<file path="src/design/core_pkg.sv">
package core_pkg;

   localparam int DATA_WIDTH     = 32;
   localparam int REG_ADDR_WIDTH = 5;
   localparam int LOAD_OP_WIDTH  = 3;

   // One architectural data word
   typedef logic [DATA_WIDTH-1:0] data_t;

   // Register file index, x0 to x31
   typedef logic [REG_ADDR_WIDTH-1:0] reg_addr_t;

   // Load operation code, same as RISC-V funct3
   typedef logic [LOAD_OP_WIDTH-1:0] load_op_t;

   localparam load_op_t LOAD_LB  = 3'd0;  // Byte, sign extended
   localparam load_op_t LOAD_LH  = 3'd1;  // Half, sign extended
   localparam load_op_t LOAD_LW  = 3'd2;  // Full word
   localparam load_op_t LOAD_LBU = 3'd4;  // Byte, zero extended
   localparam load_op_t LOAD_LHU = 3'd5;  // Half, zero extended

endpackage

</file>
<file path="src/design/core_regfile.sv">
`timescale 1ns/1ps

module core_regfile (
   input  logic                clk,
   input  logic                rst_n,
   input  logic                we_i,
   input  core_pkg::reg_addr_t waddr_i,
   input  core_pkg::data_t     wdata_i,
   input  core_pkg::reg_addr_t raddr_i,
   output core_pkg::data_t     rdata_o
);
   import core_pkg::*;

   // x0 is never written and keeps its reset value
   data_t regs [32];

   always_ff @(posedge clk or negedge rst_n)
   begin
      if (!rst_n)
      begin
         for (int i = 0; i < 32; i++)
            regs[i] <= '0;
      end
      else if (we_i && (waddr_i != '0))
      begin
         regs[waddr_i] <= wdata_i;
      end
   end

   assign rdata_o = regs[raddr_i];

   // Holds even right after a write to x0 from write-back
   a_x0_zero: assert property (@(posedge clk) disable iff (!rst_n)
      (raddr_i == '0) |-> (rdata_o == '0));

endmodule

</file>
<file path="config.mk">
export PLATFORM = sky130hd
export DESIGN_NAME = core_regfile
export DESIGN_NICKNAME = d
export VERILOG_FILES = /design/src/design/core_pkg.sv /design/src/design/core_regfile.sv
export SDC_FILE = /design/constraint.sdc
export NUM_CORES = 1
export LEC_CHECK = 0
export ABC_AREA = 1
export ABC_CLOCK_PERIOD_IN_PS = 1400
export BUFFER_PORTS_ARGS = -buffer_cell sky130_fd_sc_hd__buf_4
export CAP_MARGIN = 20
export CORE_UTILIZATION = 40
export CTS_CLUSTER_DIAMETER = 30
export DETAILED_ROUTE_END_ITERATION = 16
export HOLD_SLACK_MARGIN = 0.03
export PLACE_DENSITY_LB_ADDON = 0.12
export SYNTH_ARGS = -nofsm -noshare
export SYNTH_HDL_FRONTEND = slang
export SYNTH_SLANG_ARGS = --single-unit
</file>
<file path="constraint.sdc">
create_clock -name clk -period 1.4 [get_ports clk]
set_input_delay 0.14 -clock clk [delete_from_list [all_inputs] [get_ports clk]]
set_output_delay 0.14 -clock clk [all_outputs]
set_load 0.02 [all_outputs]
</file>
==> summary.md <==
| Metric | Value |
|---|---|
| First-pass GRT wire length | `274000 um` |
| Post-layout min period | `2.26 ns` |
| Final count of hold timing violations | `0` |
| Storage element area | `25600 sq um` |
| Final Max Tran Viols | `0` |
| Vias in the first global route | `44500` |
| FMAX | `443 MHz` |
| Top reg by flops | `regs` |
| Placed inst area | `53600 sq um` |
| Cts bufs inserted | `281` |
| Ys async rst share | `1.00` |
| Final instance area | `65400 sq um` |
| Vias post-DR | `44500` |
| Sw frac | `0.263` |
| Area growth syn-to-layout | `37.0%` |
| Placeable Area | `118000 sq um` |
| Multi-input gate area | `21600 sq um` |
| N_diodes | `0` |
| Die X | `348 um` |
| Leak Pwr | `31.4 nW` |
| Commonest cells post-synth | `nand2_1 (2570), dfrtp_1 (1024), nand3_1 (772)` |
| Min-delay src | `wdata_i[17]` |
| Global-route usage over all layers | `0.296` |
| Yosys reg bits | `1024` |
| Post-DP HPWL | `116000 um` |
| Ys flop type | `dfrtp_1` |
| Worst rel slew slack | `0.332` |
| DR WL met2 | `84000 um` |
| Final setup skew | `0 ns` |
| Initial DRC Count | `3608` |
| Initial Utilization | `0.404` |
| Die Y | `348 um` |
| TritonCTS clock tree | `built` |
| End of the worst register-to-register path | `regs[279]` |
| Clock share of power | `0.539` |
| Pwr/cell area | `1800 nW/um^2` |
| Drt first pass iters | `9` |
| Reg2reg path depth | `3` |
| Biggest regs | `regs x1024` |
| Highest metal used | `met4` |
| Arr. time, crit path | `2.12 ns` |
| Post-synth EDFFs | `0` |
| Final setup fails | `32` |
| Status | `finished, violations left` |
| Critical path launch point type | `register` |
| Kind of critical path | `register to output port` |
| Root buffer selected by CTS | `clkbuf_16` |
| Gate power share | `0.134` |
| Flop-to-flop setup slack | `0.60 ns` |
| NetSw | `31.0 mW` |
| Initial antenna violation count | `0` |
| Ranking of synthesized cells by area | `dfrtp_1 (54%), nand2_1 (20%), nand3_1 (8.1%), o21ai_0 (6.6%), clkbuf_1 (3.2%)` |
| Failing checks | `negative setup slack` |
| Final worst slack | `-0.855 ns` |
| Synth top area share | `0.537` |
| Hold EP | `regs[241]` |
| Register area share after synthesis | `0.537` |
| Clock-pin slew on the worst setup and hold paths | `0.05 ns` |
| Period utilization | `1.61` |
| Max IR drop VDD | `1.31 mV` |
| Count of cell types in the netlist | `25` |
| Max FFs per register | `1024` |
| Setup crit end kind | `output port` |
| Gpl congestion | `0.910` |
| Most frequent cell after synthesis | `nand2_1` |
| Clk sinks | `1024` |
| Max Cap Viol | `0` |
| IO buf count | `76` |
| Share of layout cells above drive strength 1 | `0.215` |
| Post-DR vias/cell | `5.36` |
| WP data required | `1.26 ns` |
| Post-Synthesis Cells | `6246` |
| DRC viols | `0` |
| Worst Hold Class | `input port to register` |
| Pint | `86.8 mW` |
| Routed Wire Length | `178000 um` |
| # H-tree levels | `5` |
| Die ar. | `121000 sq um` |
| Routed WL per cell | `21.4 um` |
| Met3 wire length | `9980 um` |
| Least-Margin Pin Slew | `1.00 ns` |
| Post-Syn Nets | `6291` |
| Num ports | `77` |
| Rows | `126` |
| Reg-to-Reg Start | `regs[279]` |
| Seq pwr share | `0.327` |
| Fill count | `11000` |
| Clock buffer depth | `4` |
| Syn Area/Cell | `7.65 sq um` |
| Setup tns final | `-25.02 ns` |
| Ys Warns | `0` |
| Later-pin clock latency in the skew report | `0.87 ns` |
| Max Fanout on Critical Path | `2` |
| Fin nets | `6625` |
| Unrepaired setup endpoints after global routing | `yes` |
| Netlist Area Pre-Place | `47800 sq um` |
| Largest net degree at the start of global routing | `79` |
| M1 wire length | `77400 um` |
| GR Overflow Total | `0` |
| Post-synth top area cell | `dfrtp_1` |
| ANT nets after route | `0` |
| Worst Hold Path Cells | `4` |
==> worst max-delay path by stage <==
| stage | cells past startpoint | start | endpoint |
|---|---|---|---|
| after detailed placement | 13 | raddr_i[0] | rdata_o[8] |
| after floorplan | 12 | raddr_i[0] | rdata_o[19] |
| after CTS | 9 | regs[4] | rdata_o[4] |
| after global placement | 13 | raddr_i[0] | rdata_o[8] |
| after global routing | 9 | regs[6] | rdata_o[6] |
| final | 9 | regs[164] | rdata_o[4] |
==> layer usage <==
metal | track usage | up-vias
met3 | 0.0518 | 395
li1 | - | 21000
met5 | 0 | -
met2 | 0.477 | 1357
met4 | 0.123 | 0
met1 | 0.393 | 21800
==> worst max-delay path, cell delays in order (launching register included) <==
cell and delay (ns):
dfrtp_1 0.36, nand2_1 0.08, nand3_2 0.08, nand3_2 0.09, nand2_2 0.08, nand2_2 0.10, nand2_2 0.06, nand2_2 0.08
nand2_4 0.13, buf_6 0.17
==> logic make-up (layout without fill, tap and decap cells) <==
group / Yosys count / in the layout / share of synthesized area
AND/OR/NAND/NOR: 3635 / 3635 / 0.309
flip-flops: 1024 / 1024 / 0.537
AO/OA/AOI/OAI: 992 / 992 / 0.104
buffers and inverters: 595 / 1121 / 0.0502
==> layout make-up <==
cell class,instances,area share
multi-input cells,4627,0.330
well taps,1536,0.0294
flip-flops and latches,1024,0.392
clock buffers,378,0.122
clock inverters,97,0.0209
inverters,48,0.00317
repair buffers,598,0.103
==> cell usage in the layout (no fill, tap or decap), types with 8 or more instances in the layout <==
cell and n:
bufinv_16 32, o21ai_0 631, clkbuf_8 46, buf_4 359, nand3_1 589, nand3_2 183, buf_6 36, clkinv_2 41
nand2_2 204, buf_12 158, clkbuf_16 286, a21oi_1 256, nor2_4 12, inv_6 8, o21ai_1 105, nand2_4 40
nand2_1 2325, clkinv_1 32, clkbuf_1 46, nor2_1 258, clkinvlp_4 13, dfrtp_1 1024, dlygate4sd3_1 40
==> repair_timing <==
action / in CTS / in global routing
hold endpoints to repair: 2014 / 0
hold buffers: 42 / 0
setup buffers: 7 / 26
gates resized for setup: 230 / 253
setup endpoints to repair: 32 / 949
pin swaps: 101 / 231
==> per-stage QoR <==
step	setup slack, ns	utilization	hold WS [ns]	cells	power [mW]
CTS	-0.915	0.542	0.105	8282	118
floorplan	0.000206	-	-0.156	6246	47.0
finish	-0.855	0.553	0.164	8308	118
detailed placement	-0.626	0.453	0.287	7758	53.1
global placement	-0.645	0.453	0.303	7758	52.7
global route	-0.927	0.553	0.151	8308	123
==> power groups by stage <==
stage	Clock, mW	Sequential [mW]	Combinational, mW
finish	63.4	38.5	15.8
global route	65.8	39.1	17.8
CTS	64.1	38.4	15.1
detailed placement	0	38.7	14.4
global placement	0	38.6	14.1
floorplan	0	37.9	9.09
Note: power is estimated with default switching activity, not from simulation.
