===== src/design/core_pkg.sv =====
package core_pkg;

   localparam int DATA_WIDTH     = 32;
   localparam int REG_ADDR_WIDTH = 5;
   localparam int LOAD_OP_WIDTH  = 3;

   // One architectural data word
   typedef logic [DATA_WIDTH-1:0] data_t;

   // Register file index, x0 to x31
   typedef logic [REG_ADDR_WIDTH-1:0] reg_addr_t;

   // Load operation code, same as RISC-V funct3
   typedef logic [LOAD_OP_WIDTH-1:0] load_op_t;

   localparam load_op_t LOAD_LB  = 3'd0;  // Byte, sign extended
   localparam load_op_t LOAD_LH  = 3'd1;  // Half, sign extended
   localparam load_op_t LOAD_LW  = 3'd2;  // Full word
   localparam load_op_t LOAD_LBU = 3'd4;  // Byte, zero extended
   localparam load_op_t LOAD_LHU = 3'd5;  // Half, zero extended

endpackage


===== src/design/core_wb_stage.sv =====
`timescale 1ns/1ps

module core_wb_stage (
   input  core_pkg::reg_addr_t w_regfile_waddr_i,
   input  logic                w_regfile_wr_i,
   input  core_pkg::data_t     w_regfile_rd_i,
   input  logic                w_is_load_i,
   input  core_pkg::load_op_t  w_load_op_i,
   input  logic [1:0]          w_byte_off_i,
   input  core_pkg::data_t     w_data_rdata_i,
   output logic                rf_we_o,
   output core_pkg::reg_addr_t rf_waddr_o,
   output core_pkg::data_t     rf_wdata_o
);
   import core_pkg::*;

   logic [7:0]  load_byte;
   logic [15:0] load_half;
   data_t       load_value;

   // Byte lane picked by the low address bits
   always_comb
   begin
      case (w_byte_off_i)
         2'd0:    load_byte = w_data_rdata_i[7:0];
         2'd1:    load_byte = w_data_rdata_i[15:8];
         2'd2:    load_byte = w_data_rdata_i[23:16];
         default: load_byte = w_data_rdata_i[31:24];
      endcase
   end

   // Halves are aligned, so only bit 1 matters
   assign load_half = w_byte_off_i[1] ? w_data_rdata_i[31:16] : w_data_rdata_i[15:0];

   always_comb
   begin
      case (w_load_op_i)
         LOAD_LB:
         begin
            load_value = {{(DATA_WIDTH-8){load_byte[7]}}, load_byte};
         end
         LOAD_LH:
         begin
            load_value = {{(DATA_WIDTH-16){load_half[15]}}, load_half};
         end
         LOAD_LBU:
         begin
            load_value = {{(DATA_WIDTH-8){1'b0}}, load_byte};
         end
         LOAD_LHU:
         begin
            load_value = {{(DATA_WIDTH-16){1'b0}}, load_half};
         end
         LOAD_LW:
         begin
            load_value = w_data_rdata_i;
         end
         default:
         begin
            load_value = w_data_rdata_i;  // Unknown codes act as LW
         end
      endcase
   end

   assign rf_we_o    = w_regfile_wr_i;
   assign rf_waddr_o = w_regfile_waddr_i;
   assign rf_wdata_o = w_is_load_i ? load_value : w_regfile_rd_i;

endmodule


===== config.mk =====
export PLATFORM = sky130hd
export DESIGN_NAME = core_wb_stage
export DESIGN_NICKNAME = d
export VERILOG_FILES = /design/src/design/core_pkg.sv /design/src/design/core_wb_stage.sv
export SDC_FILE = /design/constraint.sdc
export NUM_CORES = 1
export LEC_CHECK = 0
export BUFFER_PORTS_ARGS = -buffer_cell sky130_fd_sc_hd__buf_4
export CAP_MARGIN = 20
export CORE_UTILIZATION = 38
export DETAILED_ROUTE_END_ITERATION = 10
export PLACE_DENSITY = 0.95
export SYNTH_ARGS = -nofsm -noshare
export SYNTH_HDL_FRONTEND = slang
export SYNTH_SLANG_ARGS = --single-unit

===== constraint.sdc =====
create_clock -name vclk -period 2.73
set_input_delay 0.6825 -clock vclk [all_inputs]
set_output_delay 0.6825 -clock vclk [all_outputs]
set_load 0.005 [all_outputs]

==> flow_results.xml <==
<?xml version="1.0" encoding="UTF-8"?>
<metrics>
  <group name="run_status">
    <metric name="result_of_the_run" unit="">complete, but fails checks</metric>
    <metric name="failed_checks" unit="">design-rule violations</metric>
  </group>
  <group name="critical_path">
    <metric name="crit_path_cell_trace" unit="">buf_4, mux2_4, a31oi_1, a21boi_4, buf_4, a221oi_2, buf_4</metric>
    <metric name="worst-path-max-fanout" unit="">6</metric>
    <metric name="cp_data_required_time" unit="ns">2.05</metric>
    <metric name="crit_type" unit="">in -&gt; out</metric>
    <metric name="worst_ep_arrival_time" unit="ns">1.99</metric>
    <metric name="critical_path.slowest_cell" unit="">sky130_fd_sc_hd__mux2_4</metric>
    <metric name="critical-path-top-cell-by-count" unit="">sky130_fd_sc_hd__buf_4</metric>
    <metric name="cp-end-kind" unit="">output pin</metric>
    <metric name="timing.critical_path.from_type" unit="">input port</metric>
    <metric name="cp_slowest_stage_delay" unit="ns">0.31</metric>
  </group>
  <group name="floorplan">
    <metric name="design.core.area" unit="sq um">2829</metric>
    <metric name="io_pins" unit="">114</metric>
    <metric name="chipWidth" unit="um">57.34</metric>
    <metric name="die_area" unit="sq um">3287</metric>
    <metric name="die_height" unit="um">57.34</metric>
    <metric name="start_util" unit="%">41.13</metric>
    <metric name="std_cell_rows" unit="">19</metric>
  </group>
  <group name="synthesis">
    <metric name="ys_seq_area_share" unit="%">0</metric>
    <metric name="synth_area" unit="sq um">1164</metric>
    <metric name="yosys.cell_count.top_type" unit="">sky130_fd_sc_hd__nand2_1</metric>
    <metric name="synthesis.area_per_instance" unit="sq um">6.649</metric>
    <metric name="netlist.area_leader.share" unit="%">12.90</metric>
    <metric name="synthesis.yosys.warnings" unit="">0</metric>
    <metric name="synth.top_cells.by_count" unit="">sky130_fd_sc_hd__nand2_1 (27), sky130_fd_sc_hd__a21oi_1 (26), sky130_fd_sc_hd__nor2_1 (19), sky130_fd_sc_hd__a221oi_2 (10), sky130_fd_sc_hd__clkbuf_1 (9)</metric>
    <metric name="synth_nets" unit="">251</metric>
    <metric name="synth_largest_area_cell" unit="">sky130_fd_sc_hd__a221oi_2</metric>
    <metric name="yosysUniqueCellTypes" unit="">28</metric>
    <metric name="synth_top_cells_by_area" unit="">sky130_fd_sc_hd__a221oi_2 (13%), sky130_fd_sc_hd__a21oi_1 (11%), sky130_fd_sc_hd__nand2_1 (8.7%)</metric>
    <metric name="postSynthCellCount" unit="">175</metric>
  </group>
  <group name="pwr">
    <metric name="switching_power_of_the_nets" unit="W">0.0001676</metric>
    <metric name="share_seq_of_total_power" unit="%">0</metric>
    <metric name="share_comb_of_total_power" unit="%">100.0</metric>
    <metric name="internal_power" unit="W">0.0002217</metric>
    <metric name="power_switching_share" unit="%">43.05</metric>
    <metric name="p_clk_share" unit="%">0</metric>
    <metric name="powerDensity" unit="nW/um^2">191.1</metric>
    <metric name="power.static_leakage" unit="nW">0.9658</metric>
    <metric name="vdd.ir_drop.worst" unit="V">0.0001070</metric>
  </group>
  <group name="place">
    <metric name="dp.cells" unit="">295</metric>
    <metric name="io_buffers" unit="">102</metric>
    <metric name="dpl_cell_area" unit="sq um">1918</metric>
    <metric name="post-dp-hpwl" unit="mm">3.500</metric>
    <metric name="rd_place_congestion" unit="">0.8400</metric>
  </group>
  <group name="timing">
    <metric name="max_freq" unit="GHz">0.3743</metric>
    <metric name="report.final.hold_viol_count" unit="">0</metric>
    <metric name="setup_viol" unit="">0</metric>
    <metric name="worst_relative_slew_slack" unit="%">78.83</metric>
    <metric name="final_period_minus_worst_setup_slack" unit="ns">2.672</metric>
    <metric name="final.setup.tns" unit="ns">0</metric>
    <metric name="finalCritPeriodShare" unit="%">97.88</metric>
    <metric name="slew_violations" unit="">0</metric>
    <metric name="worst_slew_pin_slew" unit="ns">0.3087</metric>
  </group>
  <group name="global_routing">
    <metric name="grt_max_degree" unit="">51</metric>
    <metric name="global_route_usage_over_all_layers" unit="%">25.50</metric>
    <metric name="wire_length_of_the_first_global_routing_pass" unit="mm">6.782</metric>
    <metric name="gr-total-overflow" unit="">0</metric>
    <metric name="first_global_vias" unit="">1520</metric>
    <metric name="antenna_found_initial" unit="">0</metric>
  </group>
  <group name="cells_and_area">
    <metric name="seq_cell_count" unit="">0</metric>
    <metric name="final.clkbuf_count" unit="">0</metric>
    <metric name="regArea" unit="sq um">0</metric>
    <metric name="area.growth.synth_to_final" unit="%">75.05</metric>
    <metric name="finish.net_count" unit="">348</metric>
    <metric name="layout-drive-gt1-share" unit="%">53.33</metric>
    <metric name="post_layout_nonfiller_instances" unit="">301</metric>
    <metric name="finish.instance_area" unit="sq um">2037</metric>
    <metric name="layout.filler_cells" unit="">230</metric>
    <metric name="antennaDiodeCount" unit="">0</metric>
    <metric name="finish.utilization" unit="%">72.00</metric>
  </group>
  <group name="hold_path">
    <metric name="min-delay-path-class" unit="">in -&gt; out</metric>
  </group>
  <group name="route">
    <metric name="antenna_violating_nets_post_route" unit="">0</metric>
    <metric name="vias_per_cell" unit="">5.681</metric>
    <metric name="num_vias" unit="">1710</metric>
    <metric name="detail_route.iter0.violations" unit="">110</metric>
    <metric name="drtPass1Iterations" unit="">7</metric>
    <metric name="finalWirelength" unit="mm">4.553</metric>
    <metric name="wl_per_cell" unit="um">15.13</metric>
    <metric name="drcViolationCount" unit="">6</metric>
  </group>
  <group name="job">
    <metric name="max_cap_viol_count" unit="">0</metric>
  </group>
</metrics>
worst paths after layout:
kind	slack [ns]	to	startpoint	cells past startpoint
setup / recovery	0.06	rf_wdata_o[24]	w_byte_off_i[1]	7
hold / removal	1.37	rf_waddr_o[2]	w_regfile_waddr_i[2]	0
per-layer routing:
| metal | wire length (um) | vias up | GRT usage, % | share of wire (%) |
|---|---|---|---|---|
| li1 | - | 839 | - | - |
| met2 | 2315 | 83 | 43.70 | 51 |
| met1 | 1816 | 776 | 33.79 | 40 |
| met4 | 112 | 0 | 7.317 | 2.5 |
| met5 | 0 | - | 0 | 0 |
| met3 | 309 | 12 | 2.721 | 6.8 |
final cells by class:
class | instances | area [sq um] | area share, %
multi-input combinational | 149 | 1064 | 52.21
tap | 31 | 38.79 | 1.904
timing repair buffer | 117 | 915.9 | 44.96
inverter | 4 | 18.77 | 0.9214
worst max-delay path, delay by kind of cell:
kind                   cells  cell delay (ns)
muxes                      1             0.31
buffers and inverters      3             0.49
AOI/OAI and AO/OA          3             0.52
logic make-up after synthesis:
family                 after synthesis  share of synthesized area (%)
AO/OA/AOI/OAI                       71                          49.14
buffers and inverters               26                          12.47
multiplexers                        16                          14.95
AND/OR/NAND/NOR                     62                          23.44
power by group through the flow:
| stage | Sequential (W) | Clock (W) | Combinational (W) |
|---|---|---|---|
| after global routing | 0 | 0 | 0.000419 |
| after detailed placement | 0 | 0 | 0.000360 |
| after floorplan | 0 | 0 | 0.000178 |
| final | 0 | 0 | 0.000389 |
| after CTS | 0 | 0 | 0.000373 |
| after global placement | 0 | 0 | 0.000352 |
what timing repair did:
action                                  CTS  global route
pin swaps                                 1             1
hold endpoints to repair                  0             0
hold buffers                              0             0
gates resized for setup                   2             8
endpoints found under the setup margin   23            21
setup buffers                             2             4
per-stage QoR:
| step | hold slack [ns] | power [W] | setup slack [ns] |
|---|---|---|---|
| global route | 1.365 | 0.0004189 | -0.001746 |
| CTS | 1.365 | 0.0003730 | 0.01799 |
| finish | 1.365 | 0.0003893 | 0.05800 |
| global placement | 1.365 | 0.0003522 | -0.1113 |
| floorplan | 1.446 | 0.0001784 | 0.2869 |
| detailed placement | 1.365 | 0.0003602 | -0.1691 |
layout by cell type (no fill, tap or decap), types with 8 or more instances in the layout:
cell and count:
sky130_fd_sc_hd__nand2_1 27, sky130_fd_sc_hd__a21oi_1 25, sky130_fd_sc_hd__a221oi_2 12, sky130_fd_sc_hd__nor2_1 19, sky130_fd_sc_hd__buf_4 114, sky130_fd_sc_hd__mux2i_1 8, sky130_fd_sc_hd__o21ai_0 8, sky130_fd_sc_hd__o2bb2ai_1 8
sky130_fd_sc_hd__nand2b_1 8
Note: power is estimated with default switching activity, not from simulation.
