File: src/design/core_pkg.sv
package core_pkg;

   localparam int DATA_WIDTH     = 32;
   localparam int REG_ADDR_WIDTH = 5;
   localparam int LOAD_OP_WIDTH  = 3;

   // One architectural data word
   typedef logic [DATA_WIDTH-1:0] data_t;

   // Register file index, x0 to x31
   typedef logic [REG_ADDR_WIDTH-1:0] reg_addr_t;

   // Load operation code, same as RISC-V funct3
   typedef logic [LOAD_OP_WIDTH-1:0] load_op_t;

   localparam load_op_t LOAD_LB  = 3'd0;  // Byte, sign extended
   localparam load_op_t LOAD_LH  = 3'd1;  // Half, sign extended
   localparam load_op_t LOAD_LW  = 3'd2;  // Full word
   localparam load_op_t LOAD_LBU = 3'd4;  // Byte, zero extended
   localparam load_op_t LOAD_LHU = 3'd5;  // Half, zero extended

endpackage

File: src/design/mem_pkg.sv
package mem_pkg;

   localparam int MEM_ADDR_WIDTH     = 12;    // Byte address bits
   localparam int MEM_TRANSFER_WIDTH = 4;     // Byte lanes per word
   localparam int MEM_DEPTH          = 1024;  // Words in the data RAM

   // Byte address on the data bus
   typedef logic [MEM_ADDR_WIDTH-1:0] mem_addr_t;

   // One enable per byte lane
   typedef logic [MEM_TRANSFER_WIDTH-1:0] mem_be_t;

endpackage

File: src/design/data_bus_if.sv
`timescale 1ns/1ps

interface data_bus_if;
   import core_pkg::*;
   import mem_pkg::*;

   logic      req;     // Access request
   logic      gnt;     // Request accepted this cycle
   logic      rvalid;  // Read data valid
   logic      wr;      // 1 for store, 0 for load
   mem_addr_t addr;
   data_t     wdata;
   mem_be_t   be;
   data_t     rdata;

   modport master (
      output req, wr, addr, wdata, be,
      input  gnt, rvalid, rdata
   );

   modport slave (
      input  req, wr, addr, wdata, be,
      output gnt, rvalid, rdata
   );

endinterface

File: src/design/core_mem_stage.sv
`timescale 1ns/1ps

module core_mem_stage (
   input  logic                clk,
   input  logic                rst_n,
   input  core_pkg::reg_addr_t m_regfile_waddr_i,
   input  logic                m_regfile_wr_i,
   input  core_pkg::data_t     m_regfile_rd_i,
   input  logic                m_data_rd_i,
   input  logic                m_data_wr_i,
   input  mem_pkg::mem_addr_t  m_data_addr_i,
   input  mem_pkg::mem_be_t    m_data_be_i,
   input  core_pkg::load_op_t  m_load_op_i,
   output logic                stall_o,
   data_bus_if.master          bus,
   output core_pkg::reg_addr_t w_regfile_waddr_o,
   output logic                w_regfile_wr_o,
   output core_pkg::data_t     w_regfile_rd_o,
   output logic                w_is_load_o,
   output core_pkg::load_op_t  w_load_op_o,
   output logic [1:0]          w_byte_off_o,
   output core_pkg::data_t     w_data_rdata_o
);

   typedef enum logic {
      IDLE,
      READ
   } mem_state_t;

   mem_state_t state;
   mem_state_t next_state;
   logic       access;  // M stage holds a load or store
   logic       accepted;

   assign access = m_data_rd_i | m_data_wr_i;

   // No new request while a granted read waits for its data
   assign bus.req   = access && (state == IDLE);
   assign bus.wr    = m_data_wr_i;
   assign bus.addr  = m_data_addr_i;
   assign bus.wdata = m_regfile_rd_i;  // Already placed in its byte lanes upstream
   assign bus.be    = m_data_be_i;

   assign accepted = bus.req && bus.gnt;

   // A store finishes at grant, a load only once rvalid comes back
   assign stall_o = (bus.req && !bus.gnt)
                  || (accepted && m_data_rd_i)
                  || ((state == READ) && !bus.rvalid);

   always_comb
   begin
      next_state = state;
      case (state)
         IDLE:
         begin
            if (accepted && m_data_rd_i)
               next_state = READ;
         end
         READ:
         begin
            if (bus.rvalid)
               next_state = IDLE;
         end
         default: next_state = IDLE;
      endcase
   end

   always_ff @(posedge clk or negedge rst_n)
   begin
      if (!rst_n)
         state <= IDLE;
      else
         state <= next_state;
   end

   // M to W pipeline register
   always_ff @(posedge clk or negedge rst_n)
   begin
      if (!rst_n)
      begin
         w_regfile_waddr_o <= '0;
         w_regfile_wr_o    <= 1'b0;
         w_regfile_rd_o    <= '0;
         w_is_load_o       <= 1'b0;
         w_load_op_o       <= '0;
         w_byte_off_o      <= 2'b00;
         w_data_rdata_o    <= '0;
      end
      else if (!stall_o)
      begin
         w_regfile_waddr_o <= m_regfile_waddr_i;
         w_regfile_wr_o    <= m_regfile_wr_i;
         w_regfile_rd_o    <= m_regfile_rd_i;
         w_is_load_o       <= m_data_rd_i;
         w_load_op_o       <= m_load_op_i;
         w_byte_off_o      <= m_data_addr_i[1:0];
         if (bus.rvalid)
            w_data_rdata_o <= bus.rdata;  // Load data lands with the load
      end
   end

   // The RAM only answers reads this stage is waiting for
   a_no_rvalid_in_idle: assert property (@(posedge clk) disable iff (!rst_n)
      (state == IDLE) |-> !bus.rvalid);

   a_rd_wr_exclusive: assert property (@(posedge clk) disable iff (!rst_n)
      !(m_data_rd_i && m_data_wr_i));

   // A pending request must not change under the slave
   a_req_stable: assert property (@(posedge clk) disable iff (!rst_n)
      (bus.req && !bus.gnt) |=> bus.req && $stable(bus.addr) && $stable(bus.wr)
                                && $stable(bus.wdata) && $stable(bus.be));

endmodule

File: src/flat_wrapper.sv
// flat-port wrapper written by rule: the top's interface ports become plain ports
module core_mem_stage_flat 
  (clk, rst_n, m_regfile_waddr_i, m_regfile_wr_i, m_regfile_rd_i, m_data_rd_i, m_data_wr_i, m_data_addr_i, m_data_be_i, m_load_op_i, stall_o, w_regfile_waddr_o, w_regfile_wr_o, w_regfile_rd_o, w_is_load_o, w_load_op_o, w_byte_off_o, w_data_rdata_o, bus_req, bus_wr, bus_addr, bus_wdata, bus_be, bus_gnt, bus_rvalid, bus_rdata);
  data_bus_if bus_i ();
  input  logic clk;
  input  logic rst_n;
  input  core_pkg::reg_addr_t m_regfile_waddr_i;
  input  logic m_regfile_wr_i;
  input  core_pkg::data_t m_regfile_rd_i;
  input  logic m_data_rd_i;
  input  logic m_data_wr_i;
  input  mem_pkg::mem_addr_t m_data_addr_i;
  input  mem_pkg::mem_be_t m_data_be_i;
  input  core_pkg::load_op_t m_load_op_i;
  output logic stall_o;
  output core_pkg::reg_addr_t w_regfile_waddr_o;
  output logic w_regfile_wr_o;
  output core_pkg::data_t w_regfile_rd_o;
  output logic w_is_load_o;
  output core_pkg::load_op_t w_load_op_o;
  output logic [1:0] w_byte_off_o;
  output core_pkg::data_t w_data_rdata_o;
  output wire logic [$bits(bus_i.req)-1:0] bus_req;
  output wire logic [$bits(bus_i.wr)-1:0] bus_wr;
  output wire logic [$bits(bus_i.addr)-1:0] bus_addr;
  output wire logic [$bits(bus_i.wdata)-1:0] bus_wdata;
  output wire logic [$bits(bus_i.be)-1:0] bus_be;
  input wire logic [$bits(bus_i.gnt)-1:0] bus_gnt;
  input wire logic [$bits(bus_i.rvalid)-1:0] bus_rvalid;
  input wire logic [$bits(bus_i.rdata)-1:0] bus_rdata;
  assign bus_req = bus_i.req;
  assign bus_wr = bus_i.wr;
  assign bus_addr = bus_i.addr;
  assign bus_wdata = bus_i.wdata;
  assign bus_be = bus_i.be;
  assign bus_i.gnt = bus_gnt;
  assign bus_i.rvalid = bus_rvalid;
  assign bus_i.rdata = bus_rdata;
  core_mem_stage u_core (.clk(clk), .rst_n(rst_n), .m_regfile_waddr_i(m_regfile_waddr_i), .m_regfile_wr_i(m_regfile_wr_i), .m_regfile_rd_i(m_regfile_rd_i), .m_data_rd_i(m_data_rd_i), .m_data_wr_i(m_data_wr_i), .m_data_addr_i(m_data_addr_i), .m_data_be_i(m_data_be_i), .m_load_op_i(m_load_op_i), .stall_o(stall_o), .bus(bus_i), .w_regfile_waddr_o(w_regfile_waddr_o), .w_regfile_wr_o(w_regfile_wr_o), .w_regfile_rd_o(w_regfile_rd_o), .w_is_load_o(w_is_load_o), .w_load_op_o(w_load_op_o), .w_byte_off_o(w_byte_off_o), .w_data_rdata_o(w_data_rdata_o));
endmodule
File: config.mk
export PLATFORM = sky130hd
export DESIGN_NAME = core_mem_stage_flat
export DESIGN_NICKNAME = d
export VERILOG_FILES = /design/src/design/core_pkg.sv /design/src/design/mem_pkg.sv /design/src/design/data_bus_if.sv /design/src/design/core_mem_stage.sv /design/src/flat_wrapper.sv
export SDC_FILE = /design/constraint.sdc
export NUM_CORES = 1
export LEC_CHECK = 0
export ABC_AREA = 1
export BUFFER_PORTS_ARGS = -buffer_cell sky130_fd_sc_hd__buf_2
export CORE_MARGIN = 10
export CORE_UTILIZATION = 48
export CTS_BUF_LIST = sky130_fd_sc_hd__clkbuf_4 sky130_fd_sc_hd__clkbuf_8
export DETAILED_ROUTE_END_ITERATION = 8
export GPL_ROUTABILITY_DRIVEN = 0
export PLACE_DENSITY = 0.95
export SYNTH_ARGS = -nofsm -noshare
export SYNTH_HDL_FRONTEND = slang
export SYNTH_SLANG_ARGS = --single-unit
export TNS_END_PERCENT = 10
File: constraint.sdc
create_clock -name clk -period 2.25 [get_ports clk]
set_clock_uncertainty 0.1 [all_clocks]
set_input_delay 0.225 -clock clk [delete_from_list [all_inputs] [get_ports clk]]
set_output_delay 0.225 -clock clk [all_outputs]
set_load 0.1 [all_outputs]
==> reports/qor.yml, run 1 <==
synthesis:
  synth-edff-count: 0
  synth.distinct_cells: 17
  synth_seq_area_share_pct: 54.4
  synth_ff_type: "dfrtp_1"
  syn_inst: 394
  synth_largest_area_cell: "dfrtp_1"
  yosys_register_bits: 77
  synth_area_sq_um: 3540
  async_flop_share_pct: 100
  synth_top_area_share_pct: 54.4
  synth_area_leaders: "dfrtp_1, nand2_1, buf_4"
  syn-num-nets: 489
  syn_avg_cell_area_sq_um: 9.00
  yosysWarningCount: 0
setup_path:
  reg2reg_depth: 6
  startpoint: "u_core.state"
  critPathLaunchType: "flip-flop"
  crit_fanout: 23
  worstPathRequired_ns: 1.92
  r2r-end: "u_core.w_data_rdata_o[15]"
  crit_type: "flip-flop to primary output"
  critPathMaxStageDelay_ns: 0.45
  critPathCaptureType: "primary output"
  cp_slowest_cell: "buf_2"
  arrival_ns: 1.70
  crit_path_frequent_cell: "nand2_4"
  cp_cell_sequence: "inv_2, nand2_2, nand2_4, nand2_4, buf_2"
  reg2reg_slack_ns: 0.55
  r2r_start: "u_core.state"
  crit_end: "stall_o"
worst_hold_path:
  min_path_type: "input port to flip-flop"
sta:
  maxSlewViolCount: 0
  setup_violations: 0
  relSlewSlack_pct: 35.5
  post-route-period-util_pct: 90.1
  worstMarginPinSlew_ns: 0.967
  hold_violations: 0
  clock.fmax_mhz: 493
  period_needed_ns: 2.03
  rsz0062_at_grt: "no"
  setup_tns_ns: 0
route:
  drtPass1Iterations: 4
  via_per_inst: 5.03
  initialDrtViolationCount: 136
  drc: 0
  ant_nets: 0
  wl_per_cell_um: 17.0
  num_vias: 3201
  finalWirelength_um: 10800
clock_network:
  worstSkewPairLatency_ns: 0.33
  clockRootBuffer: "clkbuf_8"
  numCtsBuffers: 9
  cts_tree: "built"
  max-clock-path-buffers: 2
  cts.sinks: 77
  clk_pin_slew_ns: 0.08
  cts-htree-levels: 3
grt:
  grt_util_all_layers_pct: 18.1
  grt_pass1_wl_um: 16700
  grt-ovfl-total: 0
  grt_pass1_vias: 3308
  grt_max_degree: 78
  antenna_found_initial: 1
floorplan:
  fp-row-count: 31
  dieWidth_um: 106
  fp.dieH_um: 106
  io_pins: 222
  die_area_sq_um: 11200
  coreArea_sq_um: 7210
  start_util_pct: 49.1
cells_and_area:
  num-nets-final: 626
  mostFrequentLayoutCell: "buf_2"
  fillers: 643
  seqCellArea_sq_um: 1930
  drive_gt1_share_pct: 42.0
  multiInputGateArea_sq_um: 1060
  most-common-layout-cells: "buf_2, nand2_1, dfrtp_1, nand3_1, nand4_1"
  syn2layout_area_growth_pct: 23.9
outcome:
  status: "finished, final reports clean"
job:
  drv_cap: 0
placement:
  dp_hpwl_um: 8020
  port_buffers: 193
## worst min-delay path by stage
| stage | start | to | slack (ns) | depth (start not counted) |
|---|---|---|---|---|
| floorplan | rst_n | u_core.state | -0.17 | 0 |
| global placement | rst_n | u_core.w_regfile_waddr_o[3] | 0.32 | 1 |
| detailed placement | rst_n | u_core.w_regfile_rd_o[0] | 0.33 | 1 |
| CTS | m_regfile_waddr_i[3] | u_core.w_regfile_waddr_o[3] | 0.0004 | 3 |
| global route | m_load_op_i[1] | u_core.w_load_op_o[1] | 0.03 | 3 |
| finish | m_load_op_i[0] | u_core.w_load_op_o[0] | 0.02 | 3 |
## cell usage after synthesis, types with 2 or more instances
library cell / number
nand4_1: 32
nand2_1: 153
inv_2: 3
inv_1: 2
clkbuf_1: 4
buf_6: 4
buf_2: 12
dfrtp_1: 77
nand2_2: 2
nand2_4: 2
buf_4: 55
nand3_1: 43
## kinds of logic (layout without fill, tap and decap cells)
family / count (synthesis) / in the layout / share of synthesized area (%)
other: 0 / 1 / 0
buffers and inverters: 81 / 223 / 15.7
flip-flops: 77 / 77 / 54.4
AND/OR/NAND/NOR: 234 / 234 / 29.7
AO/OA/AOI/OAI: 2 / 2 / 0.282
## through the flow
| step | area (sq um) | cells | worst slack [ns] | hold slack [ns] | utilization, % |
|---|---|---|---|---|---|
| after CTS | 4380 | 634 | 0.206 | 0.000399 | 60.7 |
| after detailed placement | 4150 | 617 | 0.575 | 0.334 | 57.6 |
| after global placement | 4150 | 617 | 0.610 | 0.315 | 57.6 |
| after floorplan | 3540 | 394 | 0.0568 | -0.171 | - |
| final | 4390 | 636 | 0.222 | 0.0196 | 60.9 |
| after global routing | 4390 | 635 | 0.131 | 0.0263 | 60.8 |
## layer usage
layer / vias up / share of wire (%) / GRT usage [%]
met5: - / 0 / 0
met4: 0 / 1.6 / 6.67
met3: 24 / 10 / 7.67
met2: 166 / 50 / 31.3
met1: 1512 / 38 / 19.4
li1: 1499 / - / -
## layout make-up
| cell class | instances | share of cell area [%] |
|---|---|---|
| Clock inverter | 3 | 0.969 |
| Tap cell | 99 | 2.82 |
| Inverter | 5 | 0.427 |
| Clock buffer | 13 | 3.93 |
| Antenna cell | 1 | 0.0570 |
| Timing Repair Buffer | 202 | 23.7 |
| Sequential cell | 77 | 43.9 |
| Multi-Input combinational cell | 236 | 24.2 |
## critical path, delay by kind of cell, from the launching register on
family | cells | cell delay (ns)
and+or+nand+nor | 3 | 0.44
buffers and inverters | 2 | 0.52
DFF | 1 | 0.40
## state kept, by name, indices dropped and copies added, names as in the netlist
signal                    flops
u_core.w_data_rdata_o        32
u_core.w_regfile_waddr_o      5
u_core.w_is_load_o            1
u_core.state                  1
u_core.w_load_op_o            3
u_core.w_regfile_rd_o        32
u_core.w_byte_off_o           2
u_core.w_regfile_wr_o         1
## repair_timing
item                                   4_1_cts  5_1_grt
setup endpoints to repair                    0        0
hold buffers                                 1        1
endpoints found under the hold margin       77        1
setup buffers                                0        0
resized for setup                            0        0
Power of run 1 is left out: the tool's default activity adds up to more than one toggle a clock period on the data nets, which glitch-free logic cannot reach.
==> run 2, diff against run 1 <==
- BUFFER_PORTS_ARGS: -buffer_cell sky130_fd_sc_hd__buf_2 -> default
- CORE_UTILIZATION: 48 -> 55
- DONT_BUFFER_PORTS: default -> 1
- PLACE_DENSITY: 0.95 -> 0.81
==> reports/qor.yml, run 2 <==
floorplan:
  fp.dieH_um: 100
  fp-row-count: 29
  start_util_pct: 56.1
  dieWidth_um: 100
  io_pins: 222
synthesis:
  syn_avg_cell_area_sq_um: 9.00
  synth.most_common_cell: "nand2_1"
  synth_ff_type: "dfrtp_1"
  synth_area_sq_um: 3540
  synth_top_area_share_pct: 54.4
  synth_largest_area_cell: "dfrtp_1"
  async_flop_share_pct: 100
  yosys-top-cells-count: "nand2_1, dfrtp_1, buf_4"
  yosysWarningCount: 0
  yosys_register_bits: 77
  synth_area_leaders: "dfrtp_1, nand2_1, buf_4"
  synth_seq_area_share_pct: 54.4
  syn-num-nets: 489
  syn_inst: 394
  synth-edff-count: 0
  synth.distinct_cells: 17
clock_network:
  numCtsBuffers: 9
  max-clock-path-buffers: 2
  cts.sinks: 77
  hold_buffers: 101
  cts_resized: 0
  post_cts_buffers: 0
  cts-htree-levels: 3
  clockRootBuffer: "clkbuf_8"
placement:
  dp_hpwl_um: 7070
  port_buffers: 0
  place_area_sq_um: 3740
  place_ws_ns: 0.545
outcome:
  flow.first_error: "[ERROR RSZ-0060] Max buffer count reached."
  status: "did not finish"
  haltStage: "4_1_cts"
-- run 2: kinds of logic after synthesis --
kind of cell,share of synthesized area [%]
and+or+nand+nor,29.7
buffers and inverters,15.7
DFF,54.4
AOI/OAI and AO/OA,0.282
-- run 2: metrics by stage --
| stage | utilization [%] | instances |
|---|---|---|
| after detailed placement | 59.2 | 477 |
| after global placement | 59.2 | 477 |
| after floorplan | - | 394 |
==> run 3, diff against run 2 <==
- CORE_UTILIZATION: 55 -> 40
- CTS_BUF_LIST: sky130_fd_sc_hd__clkbuf_4 sky130_fd_sc_hd__clkbuf_8 -> default
- PLACE_DENSITY: 0.81 -> default
- PLACE_DENSITY_LB_ADDON: default -> 0.15
==> reports/qor.yml, run 3 <==
synthesis:
  syn_avg_cell_area_sq_um: 9.00
  synth_ff_type: "dfrtp_1"
  async_flop_share_pct: 100
  synth.distinct_cells: 17
  synth.most_common_cell: "nand2_1"
  synth_top_area_share_pct: 54.4
  synth_area_leaders: "dfrtp_1, nand2_1, buf_4"
  yosys_register_bits: 77
  yosys-top-cells-count: "nand2_1, dfrtp_1, buf_4"
  synth_largest_area_cell: "dfrtp_1"
  syn-num-nets: 489
  synth-edff-count: 0
  synth_area_sq_um: 3540
  yosysWarningCount: 0
  syn_inst: 394
  synth_seq_area_share_pct: 54.4
outcome:
  flow.first_error: "[ERROR RSZ-0060] Max buffer count reached."
  haltStage: "4_1_cts"
  status: "did not finish"
clock_network:
  post_cts_buffers: 0
  cts.sinks: 77
  cts-htree-levels: 3
  numCtsBuffers: 9
  cts_resized: 0
  max-clock-path-buffers: 2
  clockRootBuffer: "clkbuf_8"
  hold_buffers: 107
placement:
  dp.cells: 509
  dp_hpwl_um: 6910
  port_buffers: 0
floorplan:
  start_util_pct: 40.8
  fp-row-count: 34
  dieWidth_um: 114
  io_pins: 222
  fp.dieH_um: 114
run 3: cell counts after synthesis:
Identical to the previous run, type by type.
run 3: kinds of logic after synthesis:
group | share of synthesized area (%)
buf+inv | 15.7
compound gates | 0.282
simple gates | 29.7
flops | 54.4
run 3: through the flow:
stage | cell area, sq um | hold WS, ns | setup WS, ns
detailed placement | 3780 | -0.167 | 0.521
floorplan | 3540 | -0.171 | 0.0568
global placement | 3780 | -0.167 | 0.555
